File: src/common/opl_cfg.svh
// OPL operator register store configuration with slot count, word width and group codes
`ifndef OPL_CFG_SVH
`define OPL_CFG_SVH

// Operator slots in the ring, also the shift register depth
`define OPL_SLOTS 18

// Width of one operator register word
`define OPL_REG_W 32

// addr[7:5] values for each register group
`define OPL_GRP_MULT   3'd1
`define OPL_GRP_KSL_TL 3'd2
`define OPL_GRP_AR_DR  3'd3
`define OPL_GRP_SL_RR  3'd4

`endif
File: src/common/opl_pkg.sv
// OPL operator register types shared by the write port and the register store
package opl_pkg;

    // One operator register word, 32 bits
    // Field order follows the host byte layout, MSB first
    typedef struct packed {
        // Group 1 byte
        logic       am;
        logic       vib;
        logic       egt;
        logic       ksr;
        logic [3:0] mult;
        // Group 2 byte
        logic [1:0] ksl;
        logic [5:0] tl;
        // Group 3 byte
        logic [3:0] ar;
        logic [3:0] dr;
        // Group 4 byte
        logic [3:0] sl;
        logic [3:0] rr;
    } op_regs_t;

    // Field group update strobes
    // At most one is set per update
    typedef struct packed {
        logic up_mult;
        logic up_ksl_tl;
        logic up_ar_dr;
        logic up_sl_rr;
    } reg_up_t;

    // Host write request
    // addr[7:5] selects the group, addr[4:0] the operator offset
    typedef struct packed {
        logic [7:0] addr;
        logic [7:0] data;
    } wr_req_t;

endpackage

File: src/hw/opl_op_regs_top.sv
// OPL operator register store top joining the host write port and the register ring
`timescale 1ns/1ps

module opl_op_regs_top (
    input  logic              clk,
    input  logic              cen,
    input  logic              reset,
    input  logic              wr,
    input  opl_pkg::wr_req_t  req,
    output logic              busy,
    output logic [4:0]        slot,
    output opl_pkg::op_regs_t regs
);

    // Update path from the write port into the ring
    opl_pkg::reg_up_t up;
    logic             slot_match;
    logic [7:0]       din;

    // Decode and slot timing
    opl_write_port u_write_port (
        .clk        (clk),
        .cen        (cen),
        .reset      (reset),
        .wr         (wr),
        .req        (req),
        .busy       (busy),
        .slot       (slot),
        .up         (up),
        .slot_match (slot_match),
        .din        (din)
    );

    // Ring tail is the word of the current slot
    opl_csr u_csr (
        .clk        (clk),
        .cen        (cen),
        .reset      (reset),
        .din        (din),
        .up         (up),
        .slot_match (slot_match),
        .shift_out  (regs)
    );

endmodule

File: src/hw/opl_write_port.sv
// OPL host write port with address decode, slot counter and slot-matched update strobes
`timescale 1ns/1ps
`include "opl_cfg.svh"

module opl_write_port (
    input  logic             clk,
    input  logic             cen,
    input  logic             reset,
    input  logic             wr,
    input  opl_pkg::wr_req_t req,
    output logic             busy,
    output logic [4:0]       slot,
    output opl_pkg::reg_up_t up,
    output logic             slot_match,
    output logic [7:0]       din
);

    // Address fields
    logic [2:0]        grp;
    logic [4:0]        offset;

    // Decode results
    logic              grp_valid;
    logic              slot_valid;
    logic              addr_valid;
    logic [4:0]        slot_base;
    logic [4:0]        dec_slot;
    opl_pkg::reg_up_t  dec_up;

    // Control
    logic              accept;
    logic              hit;
    logic [4:0]        cnt;

    // Pending write
    opl_pkg::reg_up_t  pend_up;
    logic [4:0]        pend_slot;
    logic [7:0]        pend_data;

    assign grp    = req.addr[7:5];
    assign offset = req.addr[4:0];

    // Group code to field strobe
    always_comb begin
        dec_up    = '0;
        grp_valid = 1'b1;
        case (grp)
            `OPL_GRP_MULT:   dec_up.up_mult   = 1'b1;
            `OPL_GRP_KSL_TL: dec_up.up_ksl_tl = 1'b1;
            `OPL_GRP_AR_DR:  dec_up.up_ar_dr  = 1'b1;
            `OPL_GRP_SL_RR:  dec_up.up_sl_rr  = 1'b1;
            default:         grp_valid        = 1'b0;
        endcase
    end

    // Offsets come in three banks of six, eight apart
    always_comb begin
        case (offset[4:3])
            2'd0:    slot_base = 5'd0;
            2'd1:    slot_base = 5'd6;
            default: slot_base = 5'd12;
        endcase
    end

    // Bank 3 and offsets 6 and 7 within a bank are holes
    assign slot_valid = (offset[2:0] <= 3'd5) && (offset[4:3] != 2'd3);
    assign dec_slot   = slot_base + {2'b00, offset[2:0]};
    assign addr_valid = grp_valid && slot_valid;

    // Only one write in flight
    assign accept = wr && !busy && addr_valid;

    // Pending slot reached on an enabled cycle
    assign hit = busy && cen && (cnt == pend_slot);

    // Slot counter wraps after the last slot
    always_ff @(posedge clk) begin
        if (reset) begin
            cnt <= 5'd0;
        end else if (cen) begin
            if (cnt == 5'(`OPL_SLOTS - 1)) begin
                cnt <= 5'd0;
            end else begin
                cnt <= cnt + 5'd1;
            end
        end
    end

    // Busy rises after capture
    // Falls on the edge that applies the update
    always_ff @(posedge clk) begin
        if (reset) begin
            busy    <= 1'b0;
            pend_up <= '0;
        end else if (accept) begin
            busy    <= 1'b1;
            pend_up <= dec_up;
        end else if (hit) begin
            busy    <= 1'b0;
            pend_up <= '0;
        end
    end

    // Target slot and data byte
    always_ff @(posedge clk) begin
        if (accept) begin
            pend_slot <= dec_slot;
            pend_data <= req.data;
        end
    end

    assign slot       = cnt;
    assign slot_match = hit;
    // Strobe only in the matching cycle
    assign up         = hit ? pend_up : '0;
    assign din        = pend_data;

endmodule

File: src/hw/opl_csr/opl_csr.sv
// Circular operator register store with byte merge into the selected field group
`timescale 1ns/1ps
`include "opl_cfg.svh"

module opl_csr (
    input  logic              clk,
    input  logic              cen,
    input  logic              reset,
    input  logic [7:0]        din,
    input  opl_pkg::reg_up_t  up,
    input  logic              slot_match,
    output opl_pkg::op_regs_t shift_out
);

    // Next word entering the ring head
    opl_pkg::op_regs_t      regop_in;
    logic [`OPL_REG_W-1:0]  ring_in;
    logic [`OPL_REG_W-1:0]  ring_out;

    // Group strobes qualified by the slot match
    logic                   up_mult_op;
    logic                   up_ksl_tl_op;
    logic                   up_ar_dr_op;
    logic                   up_sl_rr_op;

    assign up_mult_op   = up.up_mult   & slot_match;
    assign up_ksl_tl_op = up.up_ksl_tl & slot_match;
    assign up_ar_dr_op  = up.up_ar_dr  & slot_match;
    assign up_sl_rr_op  = up.up_sl_rr  & slot_match;

    // Read-modify-write of the word leaving the ring
    always_comb begin
        // Recirculate by default
        regop_in = shift_out;
        // AM, VIB, EGT, KSR and MULT
        if (up_mult_op) begin
            regop_in.am   = din[7];
            regop_in.vib  = din[6];
            regop_in.egt  = din[5];
            regop_in.ksr  = din[4];
            regop_in.mult = din[3:0];
        end
        // Key scale level and total level
        if (up_ksl_tl_op) begin
            regop_in.ksl = din[7:6];
            regop_in.tl  = din[5:0];
        end
        // Attack and decay rates
        if (up_ar_dr_op) begin
            regop_in.ar = din[7:4];
            regop_in.dr = din[3:0];
        end
        // Sustain level and release rate
        if (up_sl_rr_op) begin
            regop_in.sl = din[7:4];
            regop_in.rr = din[3:0];
        end
    end

    assign ring_in = regop_in;

    // One stage per slot so the tail always holds the current slot
    opl_sh_rst #(
        .width  (`OPL_REG_W),
        .stages (`OPL_SLOTS)
    ) u_ring (
        .clk   (clk),
        .cen   (cen),
        .reset (reset),
        .din   (ring_in),
        .drop  (ring_out)
    );

    assign shift_out = ring_out;

endmodule

File: src/hw/opl_csr/opl_sh_rst.sv
// Resettable multi-stage shift register advanced by the clock enable
`timescale 1ns/1ps

module opl_sh_rst #(
    parameter int width  = 32,
    parameter int stages = 18
) (
    input  logic             clk,
    input  logic             cen,
    input  logic             reset,
    input  logic [width-1:0] din,
    output logic [width-1:0] drop
);

    // Stage 0 is the head, the last stage feeds drop
    logic [width-1:0] bits [stages];

    always_ff @(posedge clk) begin
        if (reset) begin
            for (int i = 0; i < stages; i++) begin
                bits[i] <= '0;
            end
        end else if (cen) begin
            bits[0] <= din;
            // Move every stage one step toward the tail
            for (int i = 1; i < stages; i++) begin
                bits[i] <= bits[i-1];
            end
        end
    end

    assign drop = bits[stages-1];

endmodule

File: config.mk
export PLATFORM = sky130hd
export DESIGN_NAME = opl_op_regs_top
export DESIGN_NICKNAME = d
export VERILOG_FILES = /design/src/common/opl_pkg.sv /design/src/hw/opl_op_regs_top.sv /design/src/hw/opl_write_port.sv /design/src/hw/opl_csr/opl_csr.sv /design/src/hw/opl_csr/opl_sh_rst.sv
export VERILOG_INCLUDE_DIRS = /design/src /design/src/common
export SDC_FILE = /design/constraint.sdc
export NUM_CORES = 1
export LEC_CHECK = 0
export ABC_CLOCK_PERIOD_IN_PS = 16000
export BUFFER_PORTS_ARGS = -buffer_cell sky130_fd_sc_hd__buf_2
export CAP_MARGIN = 10
export CORE_MARGIN = 5
export CORE_UTILIZATION = 56
export CTS_CLUSTER_DIAMETER = 200
export DETAILED_ROUTE_END_ITERATION = 12
export PLACE_DENSITY = 0.75
export SLEW_MARGIN = 15
export SYNTH_ARGS = -nofsm -noshare
export SYNTH_HDL_FRONTEND = slang
export SYNTH_HIERARCHICAL = 1
export SYNTH_SLANG_ARGS = --single-unit
File: constraint.sdc
create_clock -name clk -period 16 [get_ports clk]
set_input_delay 1.6 -clock clk [delete_from_list [all_inputs] [get_ports clk]]
set_output_delay 1.6 -clock clk [all_outputs]
set_load 0.005 [all_outputs]
==> results of run 1 <==
-- worst min-delay path, cell delays in order (launching register included) --
cell,delay [ns]
dfxtp_1,0.30
inv_1,0.06
o32ai_1,0.09
-- final cells by class --
| class | instances | area share |
|---|---|---|
| tap | 592 | 0.0276 |
| inverter | 5 | 0.000699 |
| timing repair buffer | 70 | 0.0180 |
| clock inverter | 35 | 0.0124 |
| sequential | 599 | 0.666 |
| multi-input combinational | 672 | 0.219 |
| clock buffer | 70 | 0.0565 |
-- final timing paths --
check | start | end | slack (ns) | depth (start not counted)
hold / removal | u_write_port/pend_up[1] | u_write_port/pend_up[1] | 0.50 | 2
hold reg to reg | u_write_port/pend_up[1] | u_write_port/pend_up[1] | 0.50 | 2
setup reg to reg | u_write_port/pend_slot[4] | u_csr/u_ring/bits[0][4] | 13.51 | 7
setup / recovery | reset | u_csr/u_ring/bits[0][433] | 11.69 | 4
-- per-stage QoR --
step	setup WS (ns)	util	hold WS [ns]	instance area (sq um)	total power [mW]
final	11.69	0.605	0.497	26900	3.33
after global routing	11.48	0.605	0.526	26900	3.45
after CTS	10.98	0.603	0.496	26800	3.37
after detailed placement	10.36	0.561	0.487	24900	2.02
after global placement	10.47	0.561	0.477	24900	2.02
after floorplan	0.606	-	0.460	25200	2.03
-- power by group through the flow --
stage | clock, mW | combinational (mW) | sequential (mW)
after floorplan | 0 | 0.127 | 1.90
after global placement | 0 | 0.131 | 1.89
after detailed placement | 0 | 0.134 | 1.89
after CTS | 1.37 | 0.135 | 1.86
after global routing | 1.44 | 0.150 | 1.86
final | 1.34 | 0.136 | 1.85
-- sequential cells by signal (all words and copies together) (netlist names) --
signal                  count
u_write_port/pend_up        4
u_csr/u_ring/bits         576
u_write_port/slot           5
u_write_port/busy           1
u_write_port/pend_slot      5
u_write_port/din            8
-- logic make-up (layout without fill, tap and decap cells) --
kind of cell | Yosys count | count (layout) | share of synthesized area
and+or+nand+nor | 610 | 610 | 0.208
DFF | 599 | 599 | 0.709
buffers and inverters | 167 | 180 | 0.0577
muxes | 32 | 32 | 0.0143
AOI/OAI and AO/OA | 16 | 16 | 0.00496
xor gates and xnor gates | 10 | 10 | 0.00347
adders and majority gates | 4 | 4 | 0.00228
-- cell usage after synthesis (all sizes together) --
library cell,instances
edfxtp,589
clkbuf,4
ha,3
a22oi,1
nor3,2
dfxtp,10
o21ai,4
and3,1
or3,1
or4,2
mux2,32
and3b,576
nand3,1
a211o,1
a21oi,2
a41o,1
a211oi,1
o41a,1
fa,1
o211ai,1
or2,2
o21a,1
xnor2,2
nor2b,4
buf,158
nand2,6
o2bb2ai,1
nand4,4
and2,2
o32ai,2
xor2,8
inv,5
nor2,9
-- per-layer routing --
layer | wire, microns | vias up | global-route usage
met2 | 19100 | 164 | 0.240
li1 | - | 5425 | -
met4 | 1000 | 2 | 0.0545
met1 | 18800 | 5768 | 0.235
met3 | 1440 | 63 | 0.0277
met5 | 7 | - | 0
==> flow_summary.json, run 1 <==
{
  "gp_congestion": 0.839,
  "crit_chain": "buf_8, or2_4, buf_12, buf_4",
  "clkTransAtPathRegs_ns": 0.06,
  "antenna_found_initial": 1,
  "initial_core_util": 0.568,
  "avgSynthCellArea_sq_um": 17.5,
  "path_delay_family": "buffers and inverters",
  "dieHeight_microns": 222,
  "synth_top_area_share": 0.701,
  "hp-class": "flop to flop",
  "dp.cells": 1935,
  "cts_setup_buffers": 0,
  "yosys-top-cells-area": "edfxtp_1 (70%), and3b_1 (20%), buf_6 (3.3%), mux2_2 (1.4%), buf_4 (1.0%)",
  "cts_tree": "built",
  "syn_to_final_growth_pct": 6.52,
  "critical_path_buf_inv_count": 3,
  "skew_ns": 0.0252,
  "hpwl_microns": 20200,
  "final_cells": 2043,
  "final_layout_size_suffix_gt1_frac": 0.130,
  "peakVddDrop_mv": 0.0884,
  "grt_overflow_total": 0,
  "drtAntennaViolNets": 0,
  "dieArea_sq_um": 49400,
  "seq_area_frac_synth": 0.709,
  "cp.required_ns": 16.21,
  "max_stage_delay_ns": 0.84,
  "finalSetupTns_ns": 0,
  "final_common_cell": "edfxtp_1",
  "setup.worst_path.end_class": "flop",
  "nFillCells": 3139,
  "track_usage": 0.158,
  "setup_viol": 0,
  "outcome": "finished clean",
  "cts_resized": 0,
  "io_pins": 58,
  "final.period_utilization": 0.270,
  "clock-root-buffer": "clkbuf_16",
  "via_count": 11400,
  "final-seq-area_sq_um": 17900,
  "die_w_microns": 222,
  "numCtsBuffers": 58,
  "layout_common_cells": "edfxtp_1 (589), and3b_1 (576), clkbuf_16 (59)",
  "placeableCoreArea_sq_um": 44400,
  "cts_buffer_depth": 3,
  "maxCapViolations": 0,
  "synth_cells": 1438,
  "synth_area_leader_cell": "edfxtp_1",
  "drc": 0,
  "num_rows": 77,
  "cts-hold-fix-buffers": 0,
  "rsz0062_at_grt": "no",
  "slew_headroom": 0.272,
  "grt_pass1_vias": 11300,
  "clk_latency_ns": 0.60,
  "tightestPinTransition_ns": 1.09,
  "avgRoutedWirePerCell_microns": 19.7,
  "start_kind": "primary input",
  "diodes": 0,
  "netlist-cell-type-count": 42,
  "cts_sinks": 599,
  "h-tree-depth": 2,
  "p_switching_mw": 0.672,
  "port_buffers": 57,
  "report.final.slew_viol_count": 0,
  "grt_first_pass_wirelength_microns": 63400,
  "p_leak_nw": 12.4,
  "crit_path_max_fanout": 196,
  "multi_input_area_sq_um": 5880,
  "synth_seq_cells": 599,
  "fmax_ghz": 0.232,
  "ys_warn_count": 6,
  "routed_wl_microns": 40300,
  "worstPathArrival_ns": 4.52,
  "p_seq_frac": 0.557,
  "pwr-share-clk": 0.402,
  "hold_violations": 0,
  "period_needed_ns": 4.31,
  "switching_share": 0.202,
  "syn_area_sq_um": 25200,
  "pwr_density_cell_nw_per_um2": 124,
  "synth_fp_nets": 1462,
  "drtIter0Drc": 1327,
  "cp_slowest_cell": "buf_4",
  "p_int_mw": 2.66,
  "grt_max_degree": 334,
  "combPwrFrac": 0.041,
  "fin_nets": 1430,
  "path_class": "primary input to flop",
  "dr.pass1.iters": 5,
  "avgViaCountPerCell": 5.59
}
Note: power is estimated with default switching activity, not from simulation.
==> run 2: changes to the inputs <==
ABC_CLOCK_PERIOD_IN_PS = 4400   (was 16000)
CORE_UTILIZATION = 62   (was 56)
PLACE_DENSITY = 0.79   (was 0.75)
clock period = 4.4 ns   (was 16 ns; I/O delays follow)
==> flow_summary.json, run 2 (synthesis gave the netlist of run 1 again) <==
{
  "outcome": "finished clean",
  "dr_wl_met3_microns": 1480,
  "top_register": "u_csr/u_ring/bits",
  "layout_common_cells": "edfxtp_1 (589), and3b_1 (576), clkbuf_16 (55), buf_2 (55), mux2_2 (32)",
  "setup_viol": 0,
  "cts_sinks": 599,
  "largest_reg_flops": 576,
  "pwr_density_cell_nw_per_um2": 434,
  "slew_headroom": 0.227,
  "diodes": 0,
  "avgRoutedWirePerCell_microns": 20.6,
  "worstPathArrival_ns": 2.74,
  "wl_met1_microns": 18300,
  "cts_resized": 0,
  "gp_congestion": 0.810,
  "dr_wl_met2_microns": 19400,
  "dr.pass1.iters": 5,
  "fin_nets": 1432,
  "pwr-share-clk": 0.372,
  "io_pins": 58,
  "hp-class": "primary input to flop",
  "period_needed_ns": 2.41,
  "grt_first_pass_wirelength_microns": 63100,
  "avgViaCountPerCell": 5.87,
  "cts_setup_buffers": 0,
  "switching_share": 0.206,
  "drtAntennaViolNets": 0,
  "port_buffers": 57,
  "hold_end": "u_write_port/din[3]",
  "via_count": 11600,
  "clk_latency_ns": 0.58,
  "routed_wl_microns": 40500,
  "num_rows": 73,
  "clock-root-buffer": "clkbuf_16",
  "final.period_utilization": 0.549,
  "final_cells": 1971,
  "start_kind": "flop",
  "top_layer_used": "met4",
  "rsz0062_at_grt": "no",
  "antenna_found_initial": 0,
  "track_usage": 0.176,
  "grt_max_degree": 338,
  "setup.worst_path.end_class": "flop",
  "post-place-ws_ns": 1.78,
  "reg2reg_to": "u_csr/u_ring/bits[0][6]",
  "h-tree-depth": 2,
  "whs_path_depth": 1,
  "crit_path_max_fanout": 8,
  "fin_util": 0.665,
  "min_from": "req[3]",
  "dieArea_sq_um": 44800,
  "hold_violations": 0,
  "cts-hold-fix-buffers": 0,
  "syn_to_final_growth_pct": 5.49,
  "timing.final.ws_setup_ns": 1.99,
  "numCtsBuffers": 55,
  "p_int_mw": 9.17,
  "dieHeight_microns": 212,
  "clkTransAtPathRegs_ns": 0.06,
  "maxCapViolations": 0,
  "p_leak_nw": 12.3,
  "r2r_slack_ns": 1.99,
  "cp.required_ns": 4.73,
  "fmax_ghz": 0.414,
  "final_common_cell": "edfxtp_1",
  "combPwrFrac": 0.044,
  "peakVddDrop_mv": 0.440,
  "tightestPinTransition_ns": 1.16,
  "hpwl_microns": 21500,
  "report.final.slew_viol_count": 0,
  "grt_pass1_vias": 11300,
  "die_w_microns": 212,
  "grt_overflow_total": 0,
  "r2r-start": "u_write_port/slot[0]",
  "reg2regPathDepth": 7,
  "p_switching_mw": 2.37,
  "power.total_mw": 11.5,
  "drtIter0Drc": 1294,
  "cts_tree": "built",
  "skew_ns": 0.0105,
  "final_layout_size_suffix_gt1_frac": 0.131,
  "p_seq_frac": 0.585,
  "dp.cells": 1876,
  "initial_core_util": 0.630,
  "cts_buffer_depth": 3,
  "path_class": "flop to flop",
  "placeableCoreArea_sq_um": 40000,
  "drc": 0
}
## run 2: per-stage QoR
stage,area [sq um],TNS (ns),hold slack (ns)
2_1_floorplan,25200,-584.26,0.460
3_3_place_gp,25000,0,0.476
3_5_place_dp,25000,0,0.484
4_1_cts,26600,0,0.00759
5_1_grt,26600,0,0.00945
6_report,26600,0,0.0389
## run 2: power groups by stage
stage          Sequential (mW)  Combinational, mW  Clock, mW
4_1_cts                   6.75              0.508       4.39
3_5_place_dp              6.86              0.505          0
3_3_place_gp              6.86              0.491          0
6_report                  6.75              0.502       4.29
5_1_grt                   6.77              0.551       4.66
2_1_floorplan             6.82              0.463          0
## run 2: critical path, stage by stage (launching register included)
cell and delay (ns):
dfxtp_1 0.47, xor2_1 0.13, or4_4 0.55, nor2_4 0.20, and2_1 0.18, nand2_2 0.15, mux2_2 0.32, and3b_1 0.16
## run 2: layer usage
metal	up-vias	track usage
met5	-	0
met4	0	0.0593
met3	79	0.0259
met2	227	0.272
met1	5844	0.262
li1	5428	-
## run 2: how the worst max path moves through the flow
stage / slack [ns] / to / depth (start not counted) / start
after global placement: 1.81 / u_csr/u_ring/bits[0][143] / 4 / cen
after detailed placement: 1.78 / u_csr/u_ring/bits[0][190] / 4 / cen
final: 1.99 / u_csr/u_ring/bits[0][6] / 7 / u_write_port/slot[0]
after CTS: 2.01 / u_csr/u_ring/bits[0][29] / 7 / u_write_port/slot[0]
after global routing: 1.89 / u_csr/u_ring/bits[0][0] / 7 / u_write_port/slot[4]
after floorplan: -1.01 / u_csr/u_ring/bits[0][0] / 4 / reset
## run 2: layout make-up
| class | instances | area [sq um] |
|---|---|---|
| flip-flops and latches | 599 | 17900 |
| inverters | 5 | 18.8 |
| well taps | 525 | 657 |
| clock inverters | 27 | 158 |
| multi-input cells | 672 | 5880 |
| repair buffers | 75 | 578 |
| clock buffers | 68 | 1430 |
| fillers | 2593 | 13400 |
==> run 3: changes to the inputs <==
ABC_CLOCK_PERIOD_IN_PS = 2460   (was 4400)
clock period = 2.46 ns   (was 4.4 ns; I/O delays follow)
==> flow_summary.json, run 3 (synthesis gave the netlist of run 1 again) <==
{
  "outcome": "finished clean",
  "path_delay_family": "simple AND/OR/NAND/NOR gates",
  "cts_tree": "built",
  "syn_to_final_growth_pct": 7.27,
  "whs_ns": 0.0360,
  "crit_chain": "xor2_1, or4_4, nor2_4, buf_4, nand2_2, mux2_2, and3b_1",
  "numCtsBuffers": 56,
  "p_leak_nw": 12.6,
  "endpoint": "u_csr/u_ring/bits[0][17]",
  "reg2regPathDepth": 7,
  "hp-class": "primary input to flop",
  "diodes": 0,
  "clock-root-buffer": "clkbuf_16",
  "skew_ns": 0.0163,
  "cts_sinks": 599,
  "clkTransAtPathRegs_ns": 0.06,
  "grt_first_pass_wirelength_microns": 63900,
  "path_class": "flop to flop",
  "tightestPinTransition_ns": 1.13,
  "startpoint": "u_write_port/slot[0]",
  "layout_common_cells": "edfxtp_1 (589), and3b_1 (576), clkbuf_16 (57)",
  "initial_core_util": 0.630,
  "top_register": "u_csr/u_ring/bits",
  "die_w_microns": 212,
  "h-tree-depth": 2,
  "antenna_found_initial": 1,
  "grt_overflow_total": 0,
  "period_needed_ns": 2.35,
  "setup.worst_path.end_class": "flop",
  "largest_reg_flops": 576,
  "avgRoutedWirePerCell_microns": 20.6,
  "hold_violations": 0,
  "worstPathArrival_ns": 2.70,
  "fin_util": 0.676,
  "num_rows": 73,
  "drtIter0Drc": 1166,
  "drtAntennaViolNets": 0,
  "cp_slowest_cell": "or4_4",
  "grt_max_degree": 273,
  "placed_cell_area_sq_um": 25100,
  "max_stage_delay_ns": 0.56,
  "final_layout_size_suffix_gt1_frac": 0.140,
  "crit_path_max_fanout": 8,
  "final.period_utilization": 0.954,
  "timing.final.ws_setup_ns": 0.114,
  "final_cells": 2010,
  "nFillCells": 2484,
  "port_buffers": 57,
  "finalInstanceArea_sq_um": 27100,
  "maxCapViolations": 0,
  "gp_congestion": 0.828,
  "r2r-start": "u_write_port/slot[0]",
  "cp_num_cells": 7,
  "io_pins": 58,
  "dieArea_sq_um": 44800,
  "setup_viol": 0,
  "pwr_density_cell_nw_per_um2": 788,
  "report.final.slew_viol_count": 0,
  "dr.pass1.iters": 4,
  "r2r_slack_ns": 0.11,
  "drc": 0,
  "hpwl_microns": 22100,
  "grt_pass1_vias": 11400,
  "fin_nets": 1461,
  "final_common_cell": "edfxtp_1",
  "rsz0062_at_grt": "no",
  "post-place-ws_ns": 0.123,
  "placeableCoreArea_sq_um": 40000,
  "slew_headroom": 0.249,
  "reg2reg_to": "u_csr/u_ring/bits[0][17]",
  "routed_wl_microns": 41400,
  "cts_resized": 0,
  "start_kind": "flop",
  "cts_buffer_depth": 3,
  "cp.required_ns": 2.81,
  "critical_path_buf_inv_count": 1,
  "peakVddDrop_mv": 0.553,
  "dieHeight_microns": 212,
  "avgViaCountPerCell": 5.78,
  "fmax_ghz": 0.426,
  "clk_latency_ns": 0.60,
  "via_count": 11600,
  "track_usage": 0.180,
  "dp.cells": 1887
}
==> run 3: cell types whose count changed in the layout (fill, tap and decap cells not counted), sizes merged <==
cell,previous run,this run
clkinv,23,29
buf,75,86
dlygate4sd3,0,17
bufinv,1,4
clkinvlp,0,2
==> run 3: final cells by class <==
type | instances | area, sq um | area share
Clock buffer | 68 | 1470 | 0.0543
Clock inverter | 38 | 287 | 0.0106
Inverter | 5 | 18.8 | 0.000694
Multi-Input combinational cell | 672 | 5880 | 0.217
Sequential cell | 599 | 17900 | 0.661
Tap cell | 525 | 657 | 0.0243
Timing Repair Buffer | 103 | 856 | 0.0316
==> run 3: repair_timing <==
| item | in CTS | in global routing |
|---|---|---|
| hold buffers | 17 | 0 |
| hold endpoints to repair | 15 | 0 |
| buffers inserted | 0 | 0 |
==> run 3: power by group <==
part           total, mW  internal (mW)  switching (mW)
Combinational      0.943          0.388           0.555
Clock               8.31           4.67            3.64
Sequential          12.1           11.8           0.221
==> run 3: worst min-delay path by stage <==
stage | startpoint | end | depth (start not counted)
after floorplan | reset | u_write_port/busy | 1
after global placement | req[7] | u_write_port/din[7] | 1
after detailed placement | req[8] | u_write_port/pend_slot[0] | 1
after CTS | req[12] | u_write_port/pend_slot[3] | 2
after global routing | req[12] | u_write_port/pend_slot[3] | 2
final | req[12] | u_write_port/pend_slot[3] | 2
==> run 3: metrics by stage <==
step,power (mW),TNS (ns)
floorplan,13.0,-1589.95
global placement,13.2,0
detailed placement,13.2,0
CTS,21.5,0
global route,22.1,0
finish,21.3,0
==> run 3: layer usage <==
layer,up-vias,wire (microns),part of all wire,global-route usage
met5,-,7,0.00017,0
met3,86,1630,0.039,0.0290
met1,5842,18400,0.44,0.258
met2,213,20200,0.49,0.286
li1,5481,-,-,-
met4,2,1120,0.027,0.0649
